File: config.mk
export PLATFORM = sky130hd
export DESIGN_NAME = ddr_rx_top
export DESIGN_NICKNAME = d
export VERILOG_FILES = /design/src/source/ddr_rx_pkg.sv /design/src/source/ddr_rx_top.sv /design/src/source/ddr_rx_apb_regs.sv /design/src/source/ddr_rx_fifo.sv /design/src/source/ddr_frame_checker.sv /design/src/source/ddr_crc5.sv /design/src/source/ddr_word_deserializer.sv /design/src/source/ddr_scl_sampler.sv
export SDC_FILE = /design/constraint.sdc
export NUM_CORES = 1
export LEC_CHECK = 0
export ABC_CLOCK_PERIOD_IN_PS = 8200
export BUFFER_PORTS_ARGS = -buffer_cell sky130_fd_sc_hd__buf_2
export CAP_MARGIN = 20
export CORE_UTILIZATION = 25
export DETAILED_ROUTE_END_ITERATION = 6
export PLACE_DENSITY = 0.37
export SYNTH_ARGS = -nofsm -noshare
export SYNTH_HDL_FRONTEND = slang
export SYNTH_SLANG_ARGS = --single-unit
File: constraint.sdc
create_clock -name i_sys_clk -period 8.2 [get_ports i_sys_clk]
set_clock_uncertainty 0.2 [all_clocks]
set_input_delay 2.05 -clock i_sys_clk [delete_from_list [all_inputs] [get_ports i_sys_clk]]
set_output_delay 2.05 -clock i_sys_clk [all_outputs]
set_load 0.01 [all_outputs]
File: src/source/ddr_rx_pkg.sv
//*********************************************************************
// ddr_rx_pkg
// protocol constants, register map and shared packed types for the
// I3C HDR-DDR receive path
//*********************************************************************
package ddr_rx_pkg;

  // field widths of an HDR-DDR word
  localparam int DATA_W  = 16;
  localparam int PAR_W   = 2;
  localparam int TOKEN_W = 4;
  localparam int CRC_W   = 5;

  localparam logic [TOKEN_W-1:0] RX_TOKEN  = 4'hC;
  localparam logic [CRC_W-1:0]   CRC5_INIT = 5'h1F;
  // x^5 + x^2 + 1, x^5 term implied
  localparam logic [CRC_W-1:0]   CRC5_POLY = 5'b00101;

  localparam int IDLE_CYCLES   = 16;
  localparam int IDLE_CNT_W    = $clog2(IDLE_CYCLES + 1);
  localparam int RX_FIFO_DEPTH = 8;
  localparam int RX_FIFO_PTR_W = $clog2(RX_FIFO_DEPTH);
  localparam int FRAME_CNT_W   = 8;

  // APB3 bus and register map
  localparam int APB_AW = 8;
  localparam int APB_DW = 32;
  localparam logic [APB_AW-1:0] ADDR_CTRL   = 8'h00;
  localparam logic [APB_AW-1:0] ADDR_STATUS = 8'h04;
  localparam logic [APB_AW-1:0] ADDR_DATA   = 8'h08;

  typedef struct packed {
    logic valid;
    logic sda;
  } rx_bit_t;

  typedef enum logic [1:0] {
    FIELD_DATA    = 2'd0,
    FIELD_CRC     = 2'd1,
    FIELD_BAD_PRE = 2'd2
  } rx_field_e;

  typedef struct packed {
    logic               valid;
    rx_field_e          kind;
    logic [DATA_W-1:0]  payload;
    logic [PAR_W-1:0]   parity;
    logic [TOKEN_W-1:0] token;
    logic [CRC_W-1:0]   crc;
  } rx_word_t;

  typedef struct packed {
    logic [DATA_W-1:0] data;
    logic              parity_err;
  } rx_entry_t;

  typedef struct packed {
    logic frame_done;
    logic token_err;
    logic crc_err;
    logic pre_err;
    logic parity_err;
  } rx_event_t;

  typedef struct packed {
    logic [FRAME_CNT_W-1:0] frame_count;
    logic                   rsvd;
    logic                   pre_err;
    logic                   crc_err;
    logic                   token_err;
    logic                   parity_err;
    logic                   overflow;
    logic                   full;
    logic                   empty;
  } rx_status_t;

endpackage
File: src/source/ddr_rx_top.sv
//*********************************************************************
// ddr_rx_top
// HDR-DDR receive path from the SCL/SDA pins to the APB registers
//*********************************************************************
`timescale 1ns/1ps

module ddr_rx_top (
  input  logic                          i_sys_clk,
  input  logic                          i_sys_rst,
  input  logic                          i_scl,
  input  logic                          i_sda,
  input  logic                          i_psel,
  input  logic                          i_penable,
  input  logic                          i_pwrite,
  input  logic [ddr_rx_pkg::APB_AW-1:0] i_paddr,
  input  logic [ddr_rx_pkg::APB_DW-1:0] i_pwdata,
  output logic [ddr_rx_pkg::APB_DW-1:0] o_prdata,
  output logic                          o_pready,
  output logic                          o_pslverr
);
  import ddr_rx_pkg::*;

  rx_bit_t          rx_bit;
  logic             bus_idle;
  logic             data_bit_valid;
  logic             data_bit;
  rx_word_t         word;
  logic [CRC_W-1:0] crc;
  logic             crc_restart;
  logic             push;
  rx_entry_t        entry;
  rx_event_t        evt;
  rx_entry_t        head;
  logic             empty;
  logic             full;
  logic             overflow;
  logic             enable;
  logic             pop;

  ddr_scl_sampler u_sampler (
    .i_sys_clk  (i_sys_clk),
    .i_sys_rst  (i_sys_rst),
    .i_scl      (i_scl),
    .i_sda      (i_sda),
    .o_bit      (rx_bit),
    .o_bus_idle (bus_idle)
  );

  ddr_word_deserializer u_deser (
    .i_sys_clk        (i_sys_clk),
    .i_sys_rst        (i_sys_rst),
    .i_enable         (enable),
    .i_bit            (rx_bit),
    .i_bus_idle       (bus_idle),
    .o_data_bit_valid (data_bit_valid),
    .o_data_bit       (data_bit),
    .o_word           (word)
  );

  // runs beside the deserializer on the payload bits
  ddr_crc5 u_crc5 (
    .i_sys_clk   (i_sys_clk),
    .i_sys_rst   (i_sys_rst),
    .i_restart   (crc_restart),
    .i_bit_valid (data_bit_valid),
    .i_bit       (data_bit),
    .o_crc       (crc)
  );

  ddr_frame_checker u_checker (
    .i_sys_clk     (i_sys_clk),
    .i_sys_rst     (i_sys_rst),
    .i_word        (word),
    .i_crc         (crc),
    .o_crc_restart (crc_restart),
    .o_push        (push),
    .o_entry       (entry),
    .o_event       (evt)
  );

  ddr_rx_fifo u_fifo (
    .i_sys_clk  (i_sys_clk),
    .i_sys_rst  (i_sys_rst),
    .i_push     (push),
    .i_entry    (entry),
    .i_pop      (pop),
    .o_head     (head),
    .o_empty    (empty),
    .o_full     (full),
    .o_overflow (overflow)
  );

  ddr_rx_apb_regs u_regs (
    .i_sys_clk  (i_sys_clk),
    .i_sys_rst  (i_sys_rst),
    .i_psel     (i_psel),
    .i_penable  (i_penable),
    .i_pwrite   (i_pwrite),
    .i_paddr    (i_paddr),
    .i_pwdata   (i_pwdata),
    .o_prdata   (o_prdata),
    .o_pready   (o_pready),
    .o_pslverr  (o_pslverr),
    .i_event    (evt),
    .i_head     (head),
    .i_empty    (empty),
    .i_full     (full),
    .i_overflow (overflow),
    .o_enable   (enable),
    .o_pop      (pop)
  );

endmodule

File: src/source/ddr_rx_apb_regs.sv
//*********************************************************************
// ddr_rx_apb_regs
// APB3 slave with CTRL, STATUS and DATA registers, sticky error
// flags and the frame counter
//*********************************************************************
`timescale 1ns/1ps

module ddr_rx_apb_regs (
  input  logic                          i_sys_clk,
  input  logic                          i_sys_rst,
  input  logic                          i_psel,
  input  logic                          i_penable,
  input  logic                          i_pwrite,
  input  logic [ddr_rx_pkg::APB_AW-1:0] i_paddr,
  input  logic [ddr_rx_pkg::APB_DW-1:0] i_pwdata,
  output logic [ddr_rx_pkg::APB_DW-1:0] o_prdata,
  output logic                          o_pready,
  output logic                          o_pslverr,
  input  ddr_rx_pkg::rx_event_t         i_event,
  input  ddr_rx_pkg::rx_entry_t         i_head,
  input  logic                          i_empty,
  input  logic                          i_full,
  input  logic                          i_overflow,
  output logic                          o_enable,
  output logic                          o_pop
);
  import ddr_rx_pkg::*;

  logic                   access;
  logic                   mapped;
  logic                   wr_status;
  logic [FRAME_CNT_W-1:0] frame_cnt;
  logic                   ovf_flag;
  logic                   par_flag;
  logic                   tok_flag;
  logic                   crc_flag;
  logic                   pre_flag;
  rx_status_t             status;

  assign access    = i_psel && i_penable;
  assign mapped    = (i_paddr == ADDR_CTRL) || (i_paddr == ADDR_STATUS) ||
                     (i_paddr == ADDR_DATA);
  assign wr_status = access && i_pwrite && (i_paddr == ADDR_STATUS);
  // zero wait states
  assign o_pready  = 1'b1;
  assign o_pslverr = access && !mapped;
  assign o_pop     = access && !i_pwrite && (i_paddr == ADDR_DATA) && !i_empty;

  always_comb
  begin
    status             = '0;
    status.frame_count = frame_cnt;
    status.pre_err     = pre_flag;
    status.crc_err     = crc_flag;
    status.token_err   = tok_flag;
    status.parity_err  = par_flag;
    status.overflow    = ovf_flag;
    status.full        = i_full;
    status.empty       = i_empty;
  end

  always_comb
  begin
    o_prdata = '0;
    if (access && !i_pwrite)
    begin
      case (i_paddr)
        ADDR_CTRL:   o_prdata[0] = o_enable;
        ADDR_STATUS: o_prdata[$bits(rx_status_t)-1:0] = status;
        ADDR_DATA:   o_prdata[$bits(rx_entry_t)-1:0] = i_empty ? '0 : i_head;
        default:     o_prdata = '0;
      endcase
    end
  end

  always_ff @(posedge i_sys_clk or negedge i_sys_rst)
  begin
    if (!i_sys_rst)
    begin
      o_enable  <= 1'b0;
      frame_cnt <= '0;
      ovf_flag  <= 1'b0;
      par_flag  <= 1'b0;
      tok_flag  <= 1'b0;
      crc_flag  <= 1'b0;
      pre_flag  <= 1'b0;
    end
    else
    begin
      if (access && i_pwrite && (i_paddr == ADDR_CTRL))
        o_enable <= i_pwdata[0];
      if (i_event.frame_done)
        frame_cnt <= frame_cnt + 1'b1;
      // write-1-to-clear, a new event in the same cycle wins
      if (wr_status && i_pwdata[2])
        ovf_flag <= 1'b0;
      if (wr_status && i_pwdata[3])
        par_flag <= 1'b0;
      if (wr_status && i_pwdata[4])
        tok_flag <= 1'b0;
      if (wr_status && i_pwdata[5])
        crc_flag <= 1'b0;
      if (wr_status && i_pwdata[6])
        pre_flag <= 1'b0;
      if (i_overflow)
        ovf_flag <= 1'b1;
      if (i_event.parity_err)
        par_flag <= 1'b1;
      if (i_event.token_err)
        tok_flag <= 1'b1;
      if (i_event.crc_err)
        crc_flag <= 1'b1;
      if (i_event.pre_err)
        pre_flag <= 1'b1;
    end
  end

endmodule

File: src/source/ddr_rx_fifo.sv
//*********************************************************************
// ddr_rx_fifo
// circular buffer of received words, drops and flags a push when full
//*********************************************************************
`timescale 1ns/1ps

module ddr_rx_fifo (
  input  logic                  i_sys_clk,
  input  logic                  i_sys_rst,
  input  logic                  i_push,
  input  ddr_rx_pkg::rx_entry_t i_entry,
  input  logic                  i_pop,
  output ddr_rx_pkg::rx_entry_t o_head,
  output logic                  o_empty,
  output logic                  o_full,
  output logic                  o_overflow
);
  import ddr_rx_pkg::*;

  rx_entry_t                mem [RX_FIFO_DEPTH];
  logic [RX_FIFO_PTR_W-1:0] wr_ptr;
  logic [RX_FIFO_PTR_W-1:0] rd_ptr;
  logic [RX_FIFO_PTR_W:0]   count;
  logic                     do_push;
  logic                     do_pop;

  assign o_empty = (count == '0);
  assign o_full  = (count == (RX_FIFO_PTR_W + 1)'(RX_FIFO_DEPTH));
  assign do_push = i_push && !o_full;
  assign do_pop  = i_pop && !o_empty;
  assign o_head  = mem[rd_ptr];

  always_ff @(posedge i_sys_clk or negedge i_sys_rst)
  begin
    if (!i_sys_rst)
    begin
      wr_ptr     <= '0;
      rd_ptr     <= '0;
      count      <= '0;
      o_overflow <= 1'b0;
    end
    else
    begin
      // pointers wrap naturally, depth is a power of two
      if (do_push)
        wr_ptr <= wr_ptr + 1'b1;
      if (do_pop)
        rd_ptr <= rd_ptr + 1'b1;
      if (do_push && !do_pop)
        count <= count + 1'b1;
      else if (do_pop && !do_push)
        count <= count - 1'b1;
      o_overflow <= i_push && o_full;
    end
  end

  always_ff @(posedge i_sys_clk)
  begin
    if (do_push)
      mem[wr_ptr] <= i_entry;
  end

endmodule

File: src/source/ddr_frame_checker.sv
//*********************************************************************
// ddr_frame_checker
// checks parity, token, CRC and preamble of finished fields, pushes
// data words to the FIFO and raises frame events
//*********************************************************************
`timescale 1ns/1ps

module ddr_frame_checker (
  input  logic                         i_sys_clk,
  input  logic                         i_sys_rst,
  input  ddr_rx_pkg::rx_word_t         i_word,
  input  logic [ddr_rx_pkg::CRC_W-1:0] i_crc,
  output logic                         o_crc_restart,
  output logic                         o_push,
  output ddr_rx_pkg::rx_entry_t        o_entry,
  output ddr_rx_pkg::rx_event_t        o_event
);
  import ddr_rx_pkg::*;

  logic [PAR_W-1:0] calc_par;
  logic             par_err;
  logic             is_data;
  logic             is_crc;
  logic             is_bad;

  // odd bits into parity[1], even bits inverted into parity[0]
  function automatic logic [PAR_W-1:0] data_parity(input logic [DATA_W-1:0] d);
    logic [PAR_W-1:0] p;
    p = '0;
    for (int i = 0; i < DATA_W / 2; i++)
    begin
      p[1] = p[1] ^ d[2*i+1];
      p[0] = p[0] ^ d[2*i];
    end
    p[0] = ~p[0];
    return p;
  endfunction

  assign calc_par = data_parity(i_word.payload);
  assign par_err  = (calc_par != i_word.parity);
  assign is_data  = i_word.valid && (i_word.kind == FIELD_DATA);
  assign is_crc   = i_word.valid && (i_word.kind == FIELD_CRC);
  assign is_bad   = i_word.valid && (i_word.kind == FIELD_BAD_PRE);

  always_ff @(posedge i_sys_clk or negedge i_sys_rst)
  begin
    if (!i_sys_rst)
    begin
      o_push        <= 1'b0;
      o_crc_restart <= 1'b0;
      o_event       <= '0;
    end
    else
    begin
      o_push             <= is_data;
      // a closed or broken frame starts the next CRC afresh
      o_crc_restart      <= is_crc || is_bad;
      o_event.frame_done <= is_crc;
      o_event.token_err  <= is_crc && (i_word.token != RX_TOKEN);
      o_event.crc_err    <= is_crc && (i_word.crc != i_crc);
      o_event.pre_err    <= is_bad;
      o_event.parity_err <= is_data && par_err;
    end
  end

  // entry payload, qualified by o_push
  always_ff @(posedge i_sys_clk)
  begin
    if (is_data)
    begin
      o_entry.data       <= i_word.payload;
      o_entry.parity_err <= par_err;
    end
  end

endmodule

File: src/source/ddr_crc5.sv
//*********************************************************************
// ddr_crc5
// bit-serial CRC5 over the data bits of the current frame
//*********************************************************************
`timescale 1ns/1ps

module ddr_crc5 (
  input  logic                        i_sys_clk,
  input  logic                        i_sys_rst,
  input  logic                        i_restart,
  input  logic                        i_bit_valid,
  input  logic                        i_bit,
  output logic [ddr_rx_pkg::CRC_W-1:0] o_crc
);
  import ddr_rx_pkg::*;

  logic feedback;

  // MSB first, top bit leaves the register
  assign feedback = o_crc[CRC_W-1] ^ i_bit;

  always_ff @(posedge i_sys_clk or negedge i_sys_rst)
  begin
    if (!i_sys_rst)
    begin
      o_crc <= CRC5_INIT;
    end
    else if (i_restart)
    begin
      o_crc <= CRC5_INIT;
    end
    else if (i_bit_valid)
    begin
      o_crc <= {o_crc[CRC_W-2:0], 1'b0} ^ (feedback ? CRC5_POLY : '0);
    end
  end

endmodule

File: src/source/ddr_word_deserializer.sv
//*********************************************************************
// ddr_word_deserializer
// frame and word FSM: splits the bit stream into preamble, data,
// parity, token and CRC fields and reports each finished field
//*********************************************************************
`timescale 1ns/1ps

module ddr_word_deserializer (
  input  logic                 i_sys_clk,
  input  logic                 i_sys_rst,
  input  logic                 i_enable,
  input  ddr_rx_pkg::rx_bit_t  i_bit,
  input  logic                 i_bus_idle,
  output logic                 o_data_bit_valid,
  output logic                 o_data_bit,
  output ddr_rx_pkg::rx_word_t o_word
);
  import ddr_rx_pkg::*;

  typedef enum logic [2:0] {
    ST_PRE,
    ST_DATA,
    ST_PAR,
    ST_TOKEN,
    ST_CRC,
    ST_RESYNC
  } state_e;

  state_e            state;
  logic [3:0]        bit_cnt;
  logic [DATA_W-1:0] shreg;

  always_ff @(posedge i_sys_clk or negedge i_sys_rst)
  begin
    if (!i_sys_rst)
    begin
      state            <= ST_RESYNC;
      bit_cnt          <= '0;
      shreg            <= '0;
      o_data_bit_valid <= 1'b0;
      o_data_bit       <= 1'b0;
      o_word           <= '0;
    end
    else
    begin
      o_word.valid     <= 1'b0;
      o_data_bit_valid <= 1'b0;
      if (!i_enable)
      begin
        state   <= ST_RESYNC;
        bit_cnt <= '0;
      end
      else if (i_bus_idle && !i_bit.valid)
      begin
        // idle bus, next edge opens a preamble
        state   <= ST_PRE;
        bit_cnt <= '0;
      end
      else if (i_bit.valid)
      begin
        shreg   <= {shreg[DATA_W-2:0], i_bit.sda};
        bit_cnt <= bit_cnt + 1'b1;
        case (state)
          ST_PRE:
          begin
            if (bit_cnt == 4'd1)
            begin
              bit_cnt <= '0;
              case ({shreg[0], i_bit.sda})
                2'b10: state <= ST_DATA;
                2'b01: state <= ST_TOKEN;
                default:
                begin
                  state        <= ST_RESYNC;
                  o_word.valid <= 1'b1;
                  o_word.kind  <= FIELD_BAD_PRE;
                end
              endcase
            end
          end
          ST_DATA:
          begin
            // payload bits also feed the CRC engine
            o_data_bit_valid <= 1'b1;
            o_data_bit       <= i_bit.sda;
            if (bit_cnt == 4'(DATA_W - 1))
            begin
              bit_cnt        <= '0;
              o_word.payload <= {shreg[DATA_W-2:0], i_bit.sda};
              state          <= ST_PAR;
            end
          end
          ST_PAR:
          begin
            if (bit_cnt == 4'(PAR_W - 1))
            begin
              bit_cnt       <= '0;
              o_word.parity <= {shreg[PAR_W-2:0], i_bit.sda};
              o_word.kind   <= FIELD_DATA;
              o_word.valid  <= 1'b1;
              state         <= ST_PRE;
            end
          end
          ST_TOKEN:
          begin
            if (bit_cnt == 4'(TOKEN_W - 1))
            begin
              bit_cnt      <= '0;
              o_word.token <= {shreg[TOKEN_W-2:0], i_bit.sda};
              state        <= ST_CRC;
            end
          end
          ST_CRC:
          begin
            if (bit_cnt == 4'(CRC_W - 1))
            begin
              bit_cnt      <= '0;
              o_word.crc   <= {shreg[CRC_W-2:0], i_bit.sda};
              o_word.kind  <= FIELD_CRC;
              o_word.valid <= 1'b1;
              // frame is over, wait for idle
              state        <= ST_RESYNC;
            end
          end
          default:
            bit_cnt <= '0;
        endcase
      end
    end
  end

endmodule

File: src/source/ddr_scl_sampler.sv
//*********************************************************************
// ddr_scl_sampler
// brings SCL and SDA into the system clock domain, strobes one bit
// per SCL transition and flags an idle bus
//*********************************************************************
`timescale 1ns/1ps

module ddr_scl_sampler (
  input  logic                i_sys_clk,
  input  logic                i_sys_rst,
  input  logic                i_scl,
  input  logic                i_sda,
  output ddr_rx_pkg::rx_bit_t o_bit,
  output logic                o_bus_idle
);
  import ddr_rx_pkg::*;

  logic [1:0]            scl_sync;
  logic [1:0]            sda_sync;
  logic                  scl_q;
  logic [IDLE_CNT_W-1:0] idle_cnt;

  always_ff @(posedge i_sys_clk or negedge i_sys_rst)
  begin
    if (!i_sys_rst)
    begin
      // bus rests high
      scl_sync <= 2'b11;
      sda_sync <= 2'b11;
      scl_q    <= 1'b1;
      o_bit    <= '0;
      idle_cnt <= '0;
    end
    else
    begin
      scl_sync    <= {scl_sync[0], i_scl};
      sda_sync    <= {sda_sync[0], i_sda};
      scl_q       <= scl_sync[1];
      // both SCL edges carry a bit
      o_bit.valid <= scl_sync[1] ^ scl_q;
      o_bit.sda   <= sda_sync[1];
      if (!scl_sync[1])
        idle_cnt <= '0;
      else if (!o_bus_idle)
        idle_cnt <= idle_cnt + 1'b1;
    end
  end

  // saturates once SCL has been high long enough
  assign o_bus_idle = (idle_cnt == IDLE_CNT_W'(IDLE_CYCLES));

endmodule

==> flow_summary.json, run 1 <==
{
  "power.net_switching_w": 0.000528,
  "drive_above_1_share_pct": 26.2,
  "sequential_standard_cell_area_um2": 7190,
  "clock-root-buffer": "sky130_fd_sc_hd__clkbuf_16",
  "grt-ovfl-total": 0,
  "ys.flop_type": "sky130_fd_sc_hd__edfxtp_1",
  "h_tree_levels": 1,
  "postCtsResizedCells": 0,
  "crit_path_max_incr_delay_ns": 0.83,
  "cts.hold.buffers_added": 0,
  "syn2layout_area_growth_pct": 15.9,
  "filler_cell_count": 4178,
  "number_of_vias_per_cell": 4.28,
  "fin_tns_setup_ns": 0,
  "global_route.usage.met1_pct": 13.7,
  "global_route.usage.met3_pct": 1.81,
  "report.final.setup_viol": 0,
  "number_of_global_route_vias_before_repair": 5998,
  "hold_viol": 0,
  "die-height_um": 208,
  "vias": 5485,
  "port_buffers": 38,
  "power_leakage_nw": 4.24,
  "seq_power_share_pct": 52.8,
  "synth.avg_cell_area_um2": 16.0,
  "power_frac_clock_pct": 46.0,
  "synth_top_area_cell": "sky130_fd_sc_hd__edfxtp_1",
  "type_of_element_capturing_the_critical_path": "primary output",
  "postSynthRegisterBits": 256,
  "path_max_fanout": 14,
  "worst-endpoint-required_ns": 5.95,
  "cts_tree": "built",
  "max_freq_mhz": 155,
  "grtUsageMet2_pct": 18.9,
  "synth_most_common_cell": "sky130_fd_sc_hd__edfxtp_1",
  "yosysWarningCount": 0,
  "gpl.final_weighted_congestion": 0.733,
  "synth.top_cells.by_count": "sky130_fd_sc_hd__edfxtp_1 (153), sky130_fd_sc_hd__dfrtp_1 (91), sky130_fd_sc_hd__nor2_1 (48), sky130_fd_sc_hd__nand2_1 (38), sky130_fd_sc_hd__mux2_2 (36)",
  "insertion_delay_ns": 0.56,
  "synth_enable_flop_cells": 153,
  "grt_setup_unrepaired": "no",
  "cts_num_sinks": 256,
  "dr.first_iter.drc_count": 263,
  "crit_chain": "buf_2 > nor4_2 > nand2_1 > nor3b_2 > a21oi_1 > nor2_1 > buf_2",
  "ys_seq_area_share_pct": 67.6,
  "antennaDiodeCount": 0,
  "core_area_um2": 41900,
  "final_worst_setup_slack_ns": 1.74,
  "setup_crit_start_kind": "input pin",
  "worst-slew-pin-transition_ns": 0.978,
  "std_cell_rows": 75,
  "drt.antenna.violating_nets": 0,
  "drv.max_cap_violation_count": 0,
  "die_w_um": 208,
  "mappedNetlistArea_um2": 10600,
  "wl_per_cell_um": 17.9,
  "numCtsBuffers": 29,
  "combPwrFrac_pct": 1.2,
  "period_needed_ns": 6.46,
  "multi_input_comb_area_um2": 3250,
  "initial_core_util_pct": 25.4,
  "fp.dieArea_um2": 43400,
  "drt_pass1_iterations": 4,
  "power.ir.vdd_worst_mv": 0.158,
  "hpwlAfterDp_um": 14900,
  "outcome": "complete, no violations",
  "post_syn_instances": 666,
  "grt_busiest_layer": "met2",
  "timing.setup.critical_path_class": "input pin to primary output",
  "final_core_utilization_pct": 29.4,
  "async_reset_ff_share_pct": 40.2,
  "cell_internal_pwr_w": 0.00206,
  "worst_ep_arrival_time_ns": 4.21,
  "wire_length_of_the_first_global_routing_pass_um": 35600,
  "cpMaxStageDelayCell": "sky130_fd_sc_hd__nor3b_2",
  "ios": 81,
  "layout_worst_path_cycle_share_pct": 78.8,
  "synth_cell_types": 58,
  "dpl_worst_slack_ns": 1.72,
  "pwr_density_cell_nw_per_um2": 210,
  "routed_wirelength_um": 22900,
  "nets": 783,
  "grt_start_max_net_pins": 58,
  "gr-usage-all-layers_pct": 10.7,
  "synth_top_area_share_pct": 43.2,
  "cts-root-to-sink-buffers": 3,
  "holdCritPathClass": "register to register",
  "critical_path.most_common_cell": "sky130_fd_sc_hd__buf_2",
  "cp_num_buf_inv": 2,
  "remaining_drc_errors": 0,
  "synth_top_cells_by_area": "sky130_fd_sc_hd__edfxtp_1 (43%), sky130_fd_sc_hd__dfrtp_1 (21%), sky130_fd_sc_hd__mux4_2 (7.2%)",
  "cts_post_setup_buffers_inserted": 0,
  "finalHoldWorstSlack_ns": 0.155,
  "clock_pin_slew_of_the_registers_on_the_worst_case_setup_and_hold_paths_ns": 0.06,
  "final-max-slew-violation-count": 0,
  "slew_headroom_pct": 34.5,
  "antenna_found_initial": 0,
  "p_sw_share_pct": 20.4,
  "worst_path_dominant_cell_family": "simple AND/OR/NAND/NOR gates"
}
power groups by stage:
stage | Clock [W] | Sequential [W] | Combinational, W
6_report | 0.00119 | 0.00137 | 0.0000309
5_1_grt | 0.00128 | 0.00137 | 0.0000356
4_1_cts | 0.00123 | 0.00137 | 0.0000319
3_5_place_dp | 0 | 0.00139 | 0.0000317
3_3_place_gp | 0 | 0.00139 | 0.0000305
2_1_floorplan | 0 | 0.00139 | 0.0000177
worst register-to-register path: stages, from the launching register on:
cell,delay [ns]
sky130_fd_sc_hd__dfrtp_1,0.44
sky130_fd_sc_hd__nor4_1,0.42
sky130_fd_sc_hd__nand4b_1,0.17
sky130_fd_sc_hd__buf_4,0.22
sky130_fd_sc_hd__nor2_1,0.14
sky130_fd_sc_hd__inv_1,0.27
sky130_fd_sc_hd__ha_1,0.24
sky130_fd_sc_hd__inv_1,0.10
sky130_fd_sc_hd__ha_1,0.31
sky130_fd_sc_hd__a21o_1,0.17
sky130_fd_sc_hd__a21oi_1,0.19
sky130_fd_sc_hd__xnor2_1,0.14
sky130_fd_sc_hd__nor2_1,0.07
sky130_fd_sc_hd__xor2_1,0.14
worst paths after layout:
check | startpoint | endpoint | slack (ns) | cells after the start
max in group asynchronous | i_sys_rst | u_deser.o_word[15] | 5.28 | 2
min in group asynchronous | i_sys_rst | u_deser.bit_cnt[0] | 1.32 | 1
min reg2reg | u_sampler.scl_sync[0] | u_sampler.scl_sync[1] | 0.15 | 0
max | i_paddr[5] | o_prdata[4] | 1.74 | 7
min | u_sampler.scl_sync[0] | u_sampler.scl_sync[1] | 0.15 | 0
max reg2reg | u_fifo.count[0] | u_fifo.count[3] | 4.87 | 13
stage by stage:
step / cell area (um^2) / power (W) / std cells
5_1_grt: 12300 / 0.00268 / 1283
3_3_place_gp: 11500 / 0.00142 / 1231
2_1_floorplan: 10700 / 0.00141 / 680
3_5_place_dp: 11500 / 0.00142 / 1231
6_report: 12300 / 0.00258 / 1283
4_1_cts: 12300 / 0.00263 / 1283
layout make-up:
cell class / instances / area share, %
Clock buffer: 42 / 6.62
Multi-Input combinational cell: 372 / 26.4
Inverter: 12 / 0.366
Tap cell: 539 / 5.47
Timing Repair Buffer: 52 / 2.42
Clock inverter: 10 / 0.437
Sequential cell: 256 / 58.3
logic make-up after synthesis:
group	Yosys count	synth area share (%)
xor gates and xnor gates	44	3.62
muxes	100	14.0
and+or+nand+nor	150	7.33
DFF	256	67.6
adders and majority gates	13	1.60
AOI/OAI and AO/OA	49	3.18
buffers and inverters	52	2.67
other	2	0.0706
state kept, by name, summed over array words and instances (netlist names), 4 cells and up:
| register | flops |
|---|---|
| u_sampler.idle_cnt | 5 |
| u_deser.bit_cnt | 4 |
| u_checker.o_event | 5 |
| u_regs.frame_cnt | 8 |
| u_crc5.o_crc | 5 |
| u_deser.shreg | 15 |
| u_deser.o_word | 30 |
| u_checker.o_entry | 17 |
| u_fifo.mem | 136 |
| u_fifo.count | 4 |
routing by layer:
layer	part of all wire [%]	routed length (um)
met3	2.6	593
met4	2.1	475
met1	44	10200
met2	51	11700
met5	0	0
cells in the final DEF, fill, tap and decap left out, drive strengths merged, types with 13 or more instances in the layout:
cell / instances
clkbuf: 42
mux2: 46
a21oi: 17
buf: 52
xnor2: 32
edfxtp: 153
conb: 16
dfrtp: 91
nand2: 38
inv: 13
mux4: 34
nor2: 48
mux2i: 20
Note: power is estimated with default switching activity, not from simulation.
==> run 2, diff against run 1 <==
--- a/config.mk
+++ b/config.mk
@@ -5,12 +5,12 @@
 export SDC_FILE = /design/constraint.sdc
 export NUM_CORES = 1
 export LEC_CHECK = 0
-export ABC_CLOCK_PERIOD_IN_PS = 8200
+export ABC_CLOCK_PERIOD_IN_PS = 5440
 export BUFFER_PORTS_ARGS = -buffer_cell sky130_fd_sc_hd__buf_2
 export CAP_MARGIN = 20
 export CORE_UTILIZATION = 25
 export DETAILED_ROUTE_END_ITERATION = 6
-export PLACE_DENSITY = 0.37
+export PLACE_DENSITY = 0.38
 export SYNTH_ARGS = -nofsm -noshare
 export SYNTH_HDL_FRONTEND = slang
 export SYNTH_SLANG_ARGS = --single-unit
==> constraint.sdc (replaced) <==
create_clock -name i_sys_clk -period 5.44 [get_ports i_sys_clk]
set_clock_uncertainty 0.2 [all_clocks]
set_input_delay 1.36 -clock i_sys_clk [delete_from_list [all_inputs] [get_ports i_sys_clk]]
set_output_delay 1.36 -clock i_sys_clk [all_outputs]
set_load 0.01 [all_outputs]
==> flow_summary.json, run 2 (synthesis results as in run 1) <==
{
  "hpwlAfterDp_um": 14900,
  "syn2layout_area_growth_pct": 17.2,
  "type_of_element_capturing_the_critical_path": "primary output",
  "nets": 787,
  "mostFrequentLayoutCells": "sky130_fd_sc_hd__edfxtp_1 (153), sky130_fd_sc_hd__dfrtp_1 (90), sky130_fd_sc_hd__nor2_1 (48)",
  "fin_tns_setup_ns": 0,
  "gpl.final_weighted_congestion": 0.744,
  "largest_registers": "u_fifo.mem x136, u_deser.o_word x30, u_checker.o_entry x17",
  "number_of_global_route_vias_before_repair": 5962,
  "cts-root-to-sink-buffers": 3,
  "period_needed_ns": 4.57,
  "cts_num_sinks": 256,
  "port_buffers": 38,
  "grt_setup_unrepaired": "no",
  "final_core_utilization_pct": 29.7,
  "timing.setup.critical_path_class": "register to primary output",
  "core_area_um2": 41900,
  "worst-endpoint-required_ns": 3.88,
  "critical_path.most_common_cell": "sky130_fd_sc_hd__nor2_1",
  "drive_above_1_share_pct": 27.2,
  "report.final.setup_viol": 0,
  "setup_crit_start_kind": "register",
  "antenna_found_initial": 1,
  "flip_flop_count_of_the_largest_register_all_copies_and_words_added": 136,
  "worst_ep_arrival_time_ns": 3.01,
  "remaining_drc_errors": 0,
  "holdCritPathClass": "register to register",
  "clock-root-buffer": "sky130_fd_sc_hd__clkbuf_16",
  "h_tree_levels": 1,
  "cts.hold.buffers_added": 0,
  "path_max_fanout": 16,
  "crit_path_max_incr_delay_ns": 0.72,
  "worst-slew-pin-transition_ns": 0.964,
  "cts_tree": "built",
  "hold_viol": 0,
  "vias": 5477,
  "outcome": "complete, no violations",
  "numCtsBuffers": 29,
  "cp_num_buf_inv": 2,
  "antennaDiodeCount": 0,
  "wl_per_cell_um": 17.6,
  "grt-ovfl-total": 0,
  "wire_length_of_the_first_global_routing_pass_um": 35800,
  "final_common_cell": "sky130_fd_sc_hd__edfxtp_1",
  "power.ir.vdd_worst_mv": 0.212,
  "die-height_um": 208,
  "power_leakage_nw": 4.31,
  "slew_headroom_pct": 35.7,
  "dr.first_iter.drc_count": 269,
  "cpMaxStageDelayCell": "sky130_fd_sc_hd__dfrtp_2",
  "final-max-slew-violation-count": 0,
  "pwr_density_cell_nw_per_um2": 327,
  "layout_worst_path_cycle_share_pct": 83.9,
  "ios": 81,
  "die_w_um": 208,
  "clock_pin_slew_of_the_registers_on_the_worst_case_setup_and_hold_paths_ns": 0.06,
  "routed_wirelength_um": 22700,
  "worst_path_dominant_cell_family": "multiplexers",
  "drv.max_cap_violation_count": 0,
  "drt.antenna.violating_nets": 0,
  "fp.dieArea_um2": 43400,
  "std_cell_rows": 75,
  "multi_input_comb_area_um2": 3250,
  "postCtsResizedCells": 0,
  "initial_core_util_pct": 25.4,
  "crit_chain": "buf_4 > mux4_2 > mux2i_1 > nor2_1 > a21oi_1 > nor2_1 > buf_2",
  "filler_cell_count": 4125,
  "number_of_vias_per_cell": 4.25,
  "sequential_standard_cell_area_um2": 7190,
  "r2r_setup_slack_ns": 2.18,
  "grt_start_max_net_pins": 72,
  "cts_post_setup_buffers_inserted": 0,
  "registers.top_by_ff_count": "u_fifo.mem",
  "max_freq_mhz": 219,
  "gr-usage-all-layers_pct": 10.8,
  "insertion_delay_ns": 0.56,
  "drt_pass1_iterations": 4
}
-- run 2: cell types whose count changed in the layout (fill, tap and decap cells not counted), sizes merged --
| cell | delta |
|---|---|
| clkbuf | -3 |
| clkinvlp | +1 |
| bufinv | +4 |
| buf | +4 |
-- run 2: metal layers --
layer  vias to the layer above  share of wire [%]  track usage, %
met1                      2805                 46            14.3
li1                       2559                  -               -
met2                        74                 49            18.1
met4                         0                2.0            2.53
met5                         -                  0               0
met3                        39                3.3            2.14
-- run 2: through the flow --
step,total power (W),instance area [um^2],cells,setup WS [ns],hold WS (ns)
3_5_place_dp,0.00214,11500,1235,0.987,0.149
3_3_place_gp,0.00214,11500,1234,0.955,0.148
2_1_floorplan,0.00212,10700,680,1.23,0.145
6_report,0.00408,12500,1289,0.874,0.151
5_1_grt,0.00424,12500,1289,0.652,0.155
4_1_cts,0.00415,12500,1289,0.767,0.154
-- run 2: area by class of cell --
cell class              count  area share [%]
flip-flops and latches    256            57.6
well taps                 539            5.41
repair buffers             56            2.79
clock inverters            15            1.46
inverters                  12           0.361
clock buffers              39            6.28
multi-input cells         372            26.0
-- run 2: path summary, 6_finish.rpt --
| check | to | cells past startpoint | startpoint |
|---|---|---|---|
| setup / recovery | o_prdata[10] | 7 | u_fifo.rd_ptr[0] |
| hold / removal | u_sampler.sda_sync[1] | 0 | u_sampler.sda_sync[0] |
| setup reg to reg | u_fifo.count[3] | 13 | u_fifo.count[0] |
| hold reg to reg | u_sampler.sda_sync[1] | 0 | u_sampler.sda_sync[0] |
| max in group asynchronous | u_sampler.scl_sync[0] | 2 | i_sys_rst |
| min in group asynchronous | u_deser.bit_cnt[0] | 1 | i_sys_rst |
-- run 2: worst reg2reg max path, stage by stage (launching register included) --
cell	delay (ns)
sky130_fd_sc_hd__dfrtp_1	0.44
sky130_fd_sc_hd__nor4_1	0.42
sky130_fd_sc_hd__nand4b_1	0.17
sky130_fd_sc_hd__buf_4	0.22
sky130_fd_sc_hd__nor2_1	0.10
sky130_fd_sc_hd__inv_1	0.28
sky130_fd_sc_hd__ha_1	0.25
sky130_fd_sc_hd__inv_1	0.10
sky130_fd_sc_hd__ha_1	0.30
sky130_fd_sc_hd__a21o_1	0.17
sky130_fd_sc_hd__a21oi_1	0.17
sky130_fd_sc_hd__xnor2_1	0.13
sky130_fd_sc_hd__nor2_1	0.06
sky130_fd_sc_hd__xor2_1	0.14
-- run 2: where the power goes --
group	internal [W]	switching [W]	total, W
logic	0.0000135	0.0000323	0.0000458
registers	0.00205	0.00000700	0.00206
clock network	0.00120	0.000778	0.00198
total	0.00326	0.000817	0.00408
==> run 3, diff against run 2 <==
--- a/config.mk
+++ b/config.mk
@@ -5,7 +5,8 @@
 export SDC_FILE = /design/constraint.sdc
 export NUM_CORES = 1
 export LEC_CHECK = 0
-export ABC_CLOCK_PERIOD_IN_PS = 5440
+export ABC_AREA = 1
+export ABC_CLOCK_PERIOD_IN_PS = 3700
 export BUFFER_PORTS_ARGS = -buffer_cell sky130_fd_sc_hd__buf_2
 export CAP_MARGIN = 20
 export CORE_UTILIZATION = 25
==> constraint.sdc (replaced) <==
create_clock -name i_sys_clk -period 3.7 [get_ports i_sys_clk]
set_clock_uncertainty 0.2 [all_clocks]
set_input_delay 0.925 -clock i_sys_clk [delete_from_list [all_inputs] [get_ports i_sys_clk]]
set_output_delay 0.925 -clock i_sys_clk [all_outputs]
set_load 0.01 [all_outputs]
==> flow_summary.json, run 3 <==
{
  "initial_core_util_pct": 25.3,
  "synth_cell_types": 44,
  "mappedNetlistArea_um2": 10900,
  "ys_seq_area_share_pct": 66.0,
  "fin_tns_setup_ns": 0,
  "report.final.setup_viol": 0,
  "wl_per_cell_um": 15.9,
  "number_of_global_route_vias_before_repair": 7071,
  "worst-slew-pin-transition_ns": 0.890,
  "core_area_um2": 43000,
  "yosysWarningCount": 0,
  "crit_path_max_incr_delay_ns": 0.57,
  "synth_enable_flop_cells": 153,
  "port_buffers": 38,
  "worst_ep_arrival_time_ns": 2.40,
  "hpwlAfterDp_um": 17500,
  "drt_pass1_iterations": 5,
  "clock_pin_slew_of_the_registers_on_the_worst_case_setup_and_hold_paths_ns": 0.06,
  "synth_top_cells_by_area": "sky130_fd_sc_hd__edfxtp_1 (42%), sky130_fd_sc_hd__dfrtp_1 (21%), sky130_fd_sc_hd__nand2_1 (5.1%)",
  "synth_top_area_share_pct": 42.2,
  "remaining_drc_errors": 0,
  "finalHoldWorstSlack_ns": 0.155,
  "mostFrequentLayoutCells": "sky130_fd_sc_hd__edfxtp_1 (153), sky130_fd_sc_hd__nand2_1 (147), sky130_fd_sc_hd__nor2_1 (128)",
  "pwr_density_cell_nw_per_um2": 561,
  "grt_setup_unrepaired": "no",
  "fp.dieArea_um2": 44400,
  "registers.top_by_ff_count": "u_fifo.mem",
  "nets": 1111,
  "worst-endpoint-required_ns": 2.57,
  "gr-usage-all-layers_pct": 12.2,
  "std_cell_rows": 76,
  "ios": 81,
  "syn2layout_area_growth_pct": 16.8,
  "largest_registers": "u_fifo.mem x136, u_deser.o_word x30, u_checker.o_entry x17",
  "vias": 6957,
  "type_of_element_capturing_the_critical_path": "primary output",
  "cpMaxStageDelayCell": "sky130_fd_sc_hd__dfrtp_4",
  "cts_post_setup_buffers_inserted": 0,
  "numCtsBuffers": 29,
  "clock-root-buffer": "sky130_fd_sc_hd__clkbuf_16",
  "die-height_um": 211,
  "pwr_total_w": 0.00714,
  "synth.avg_cell_area_um2": 11.0,
  "timing.setup.critical_path_class": "register to primary output",
  "cts-root-to-sink-buffers": 3,
  "path_max_fanout": 32,
  "wire_length_of_the_first_global_routing_pass_um": 41800,
  "cts_num_sinks": 256,
  "post_syn_instances": 989,
  "postSynthRegisterBits": 256,
  "synth_most_common_cell": "sky130_fd_sc_hd__edfxtp_1",
  "flip_flop_count_of_the_largest_register_all_copies_and_words_added": 136,
  "setup_crit_start_kind": "register",
  "drive_above_1_share_pct": 14.4,
  "antennaDiodeCount": 0,
  "dr.first_iter.drc_count": 336,
  "dpl_worst_slack_ns": 0.170,
  "power_leakage_nw": 4.96,
  "synth_top_area_cell": "sky130_fd_sc_hd__edfxtp_1",
  "antenna_found_initial": 0,
  "cts_tree": "built",
  "max_freq_mhz": 284,
  "hold_viol": 0,
  "final_core_utilization_pct": 29.6,
  "holdCritPathClass": "register to register",
  "die_w_um": 211,
  "ys.flop_type": "sky130_fd_sc_hd__edfxtp_1",
  "routed_wirelength_um": 26300,
  "power.ir.vdd_worst_mv": 0.340,
  "drv.max_cap_violation_count": 0,
  "crit_chain": "inv_4 > buf_12 > nor2_1 > o211ai_1 > nand3_1 > a21oi_1 > buf_2",
  "number_of_vias_per_cell": 4.19,
  "period_needed_ns": 3.53,
  "slew_headroom_pct": 40.6,
  "outcome": "complete, no violations",
  "synth.top_cells.by_count": "sky130_fd_sc_hd__edfxtp_1 (153), sky130_fd_sc_hd__nand2_1 (147), sky130_fd_sc_hd__nor2_1 (137), sky130_fd_sc_hd__o21ai_0 (109), sky130_fd_sc_hd__dfrtp_1 (91)",
  "drt.antenna.violating_nets": 0,
  "layout_worst_path_cycle_share_pct": 95.3,
  "final-max-slew-violation-count": 0,
  "gpl.final_weighted_congestion": 0.718,
  "cts.hold.buffers_added": 0,
  "insertion_delay_ns": 0.54,
  "final_worst_setup_slack_ns": 0.174,
  "async_reset_ff_share_pct": 40.2,
  "grt-ovfl-total": 0,
  "grt_start_max_net_pins": 56,
  "h_tree_levels": 1,
  "final_common_cell": "sky130_fd_sc_hd__edfxtp_1"
}
==> run 3: final cells by class <==
type	count	area [um^2]
Inverter	78	295
Multi-Input combinational cell	619	3180
Sequential cell	256	7190
Timing Repair Buffer	67	452
Tap cell	585	732
Fill cell	4548	30300
Clock buffer	33	741
Clock inverter	21	123
==> run 3: where the power goes <==
part	switching [W]	total (W)	leakage, nW	internal, W
Sequential	0.000250	0.00360	2.69	0.00335
Clock	0.00115	0.00264	0.434	0.00150
Combinational	0.000556	0.000897	1.83	0.000341
Total	0.00195	0.00714	4.96	0.00518
==> run 3: worst paths after layout <==
kind	slack, ns	startpoint	depth (start not counted)	to
setup / recovery	0.17	u_fifo.rd_ptr[0]	7	o_prdata[11]
hold / removal	0.16	u_sampler.scl_sync[0]	0	u_sampler.scl_sync[1]
setup reg to reg	0.99	u_fifo.count[1]	14	u_fifo.count[3]
hold reg to reg	0.16	u_sampler.scl_sync[0]	0	u_sampler.scl_sync[1]
max in group asynchronous	2.26	i_sys_rst	2	u_deser.state[0]
min in group asynchronous	0.26	i_sys_rst	1	u_deser.bit_cnt[3]
==> run 3: kinds of logic after synthesis <==
kind of cell | share of synthesized area (%)
DFF | 66.0
AOI/OAI and AO/OA | 10.2
muxes | 0.241
buffers and inverters | 5.50
xor gates and xnor gates | 2.49
and+or+nand+nor | 13.9
other | 0.0690
adders and majority gates | 1.56
==> run 3: repair_timing <==
item	4_1_cts	5_1_grt
endpoints found under the hold margin	0	0
gates resized for setup	1	3
pin swaps	0	0
endpoints found under the setup margin	1	8
==> run 3: metal layers <==
metal | vias to the layer above | routed length [um] | track usage, %
met5 | - | 0 | 0
met1 | 3392 | 12100 | 16.1
met3 | 30 | 649 | 1.52
met2 | 67 | 13200 | 21.3
li1 | 3468 | - | -
met4 | 0 | 419 | 2.60
==> run 3: stage by stage <==
step,cells,cell area [um^2]
6_report,1659,12700
5_1_grt,1659,12700
2_1_floorplan,1003,10900
3_5_place_dp,1605,11800
4_1_cts,1659,12700
3_3_place_gp,1605,11800
==> run 3: worst max-delay path: cells and delay by family, from the launching register on <==
kind / cells / cell delay, ns
simple gates: 2 / 0.18
compound gates: 2 / 0.51
buf+inv: 3 / 0.58
flops: 1 / 0.57
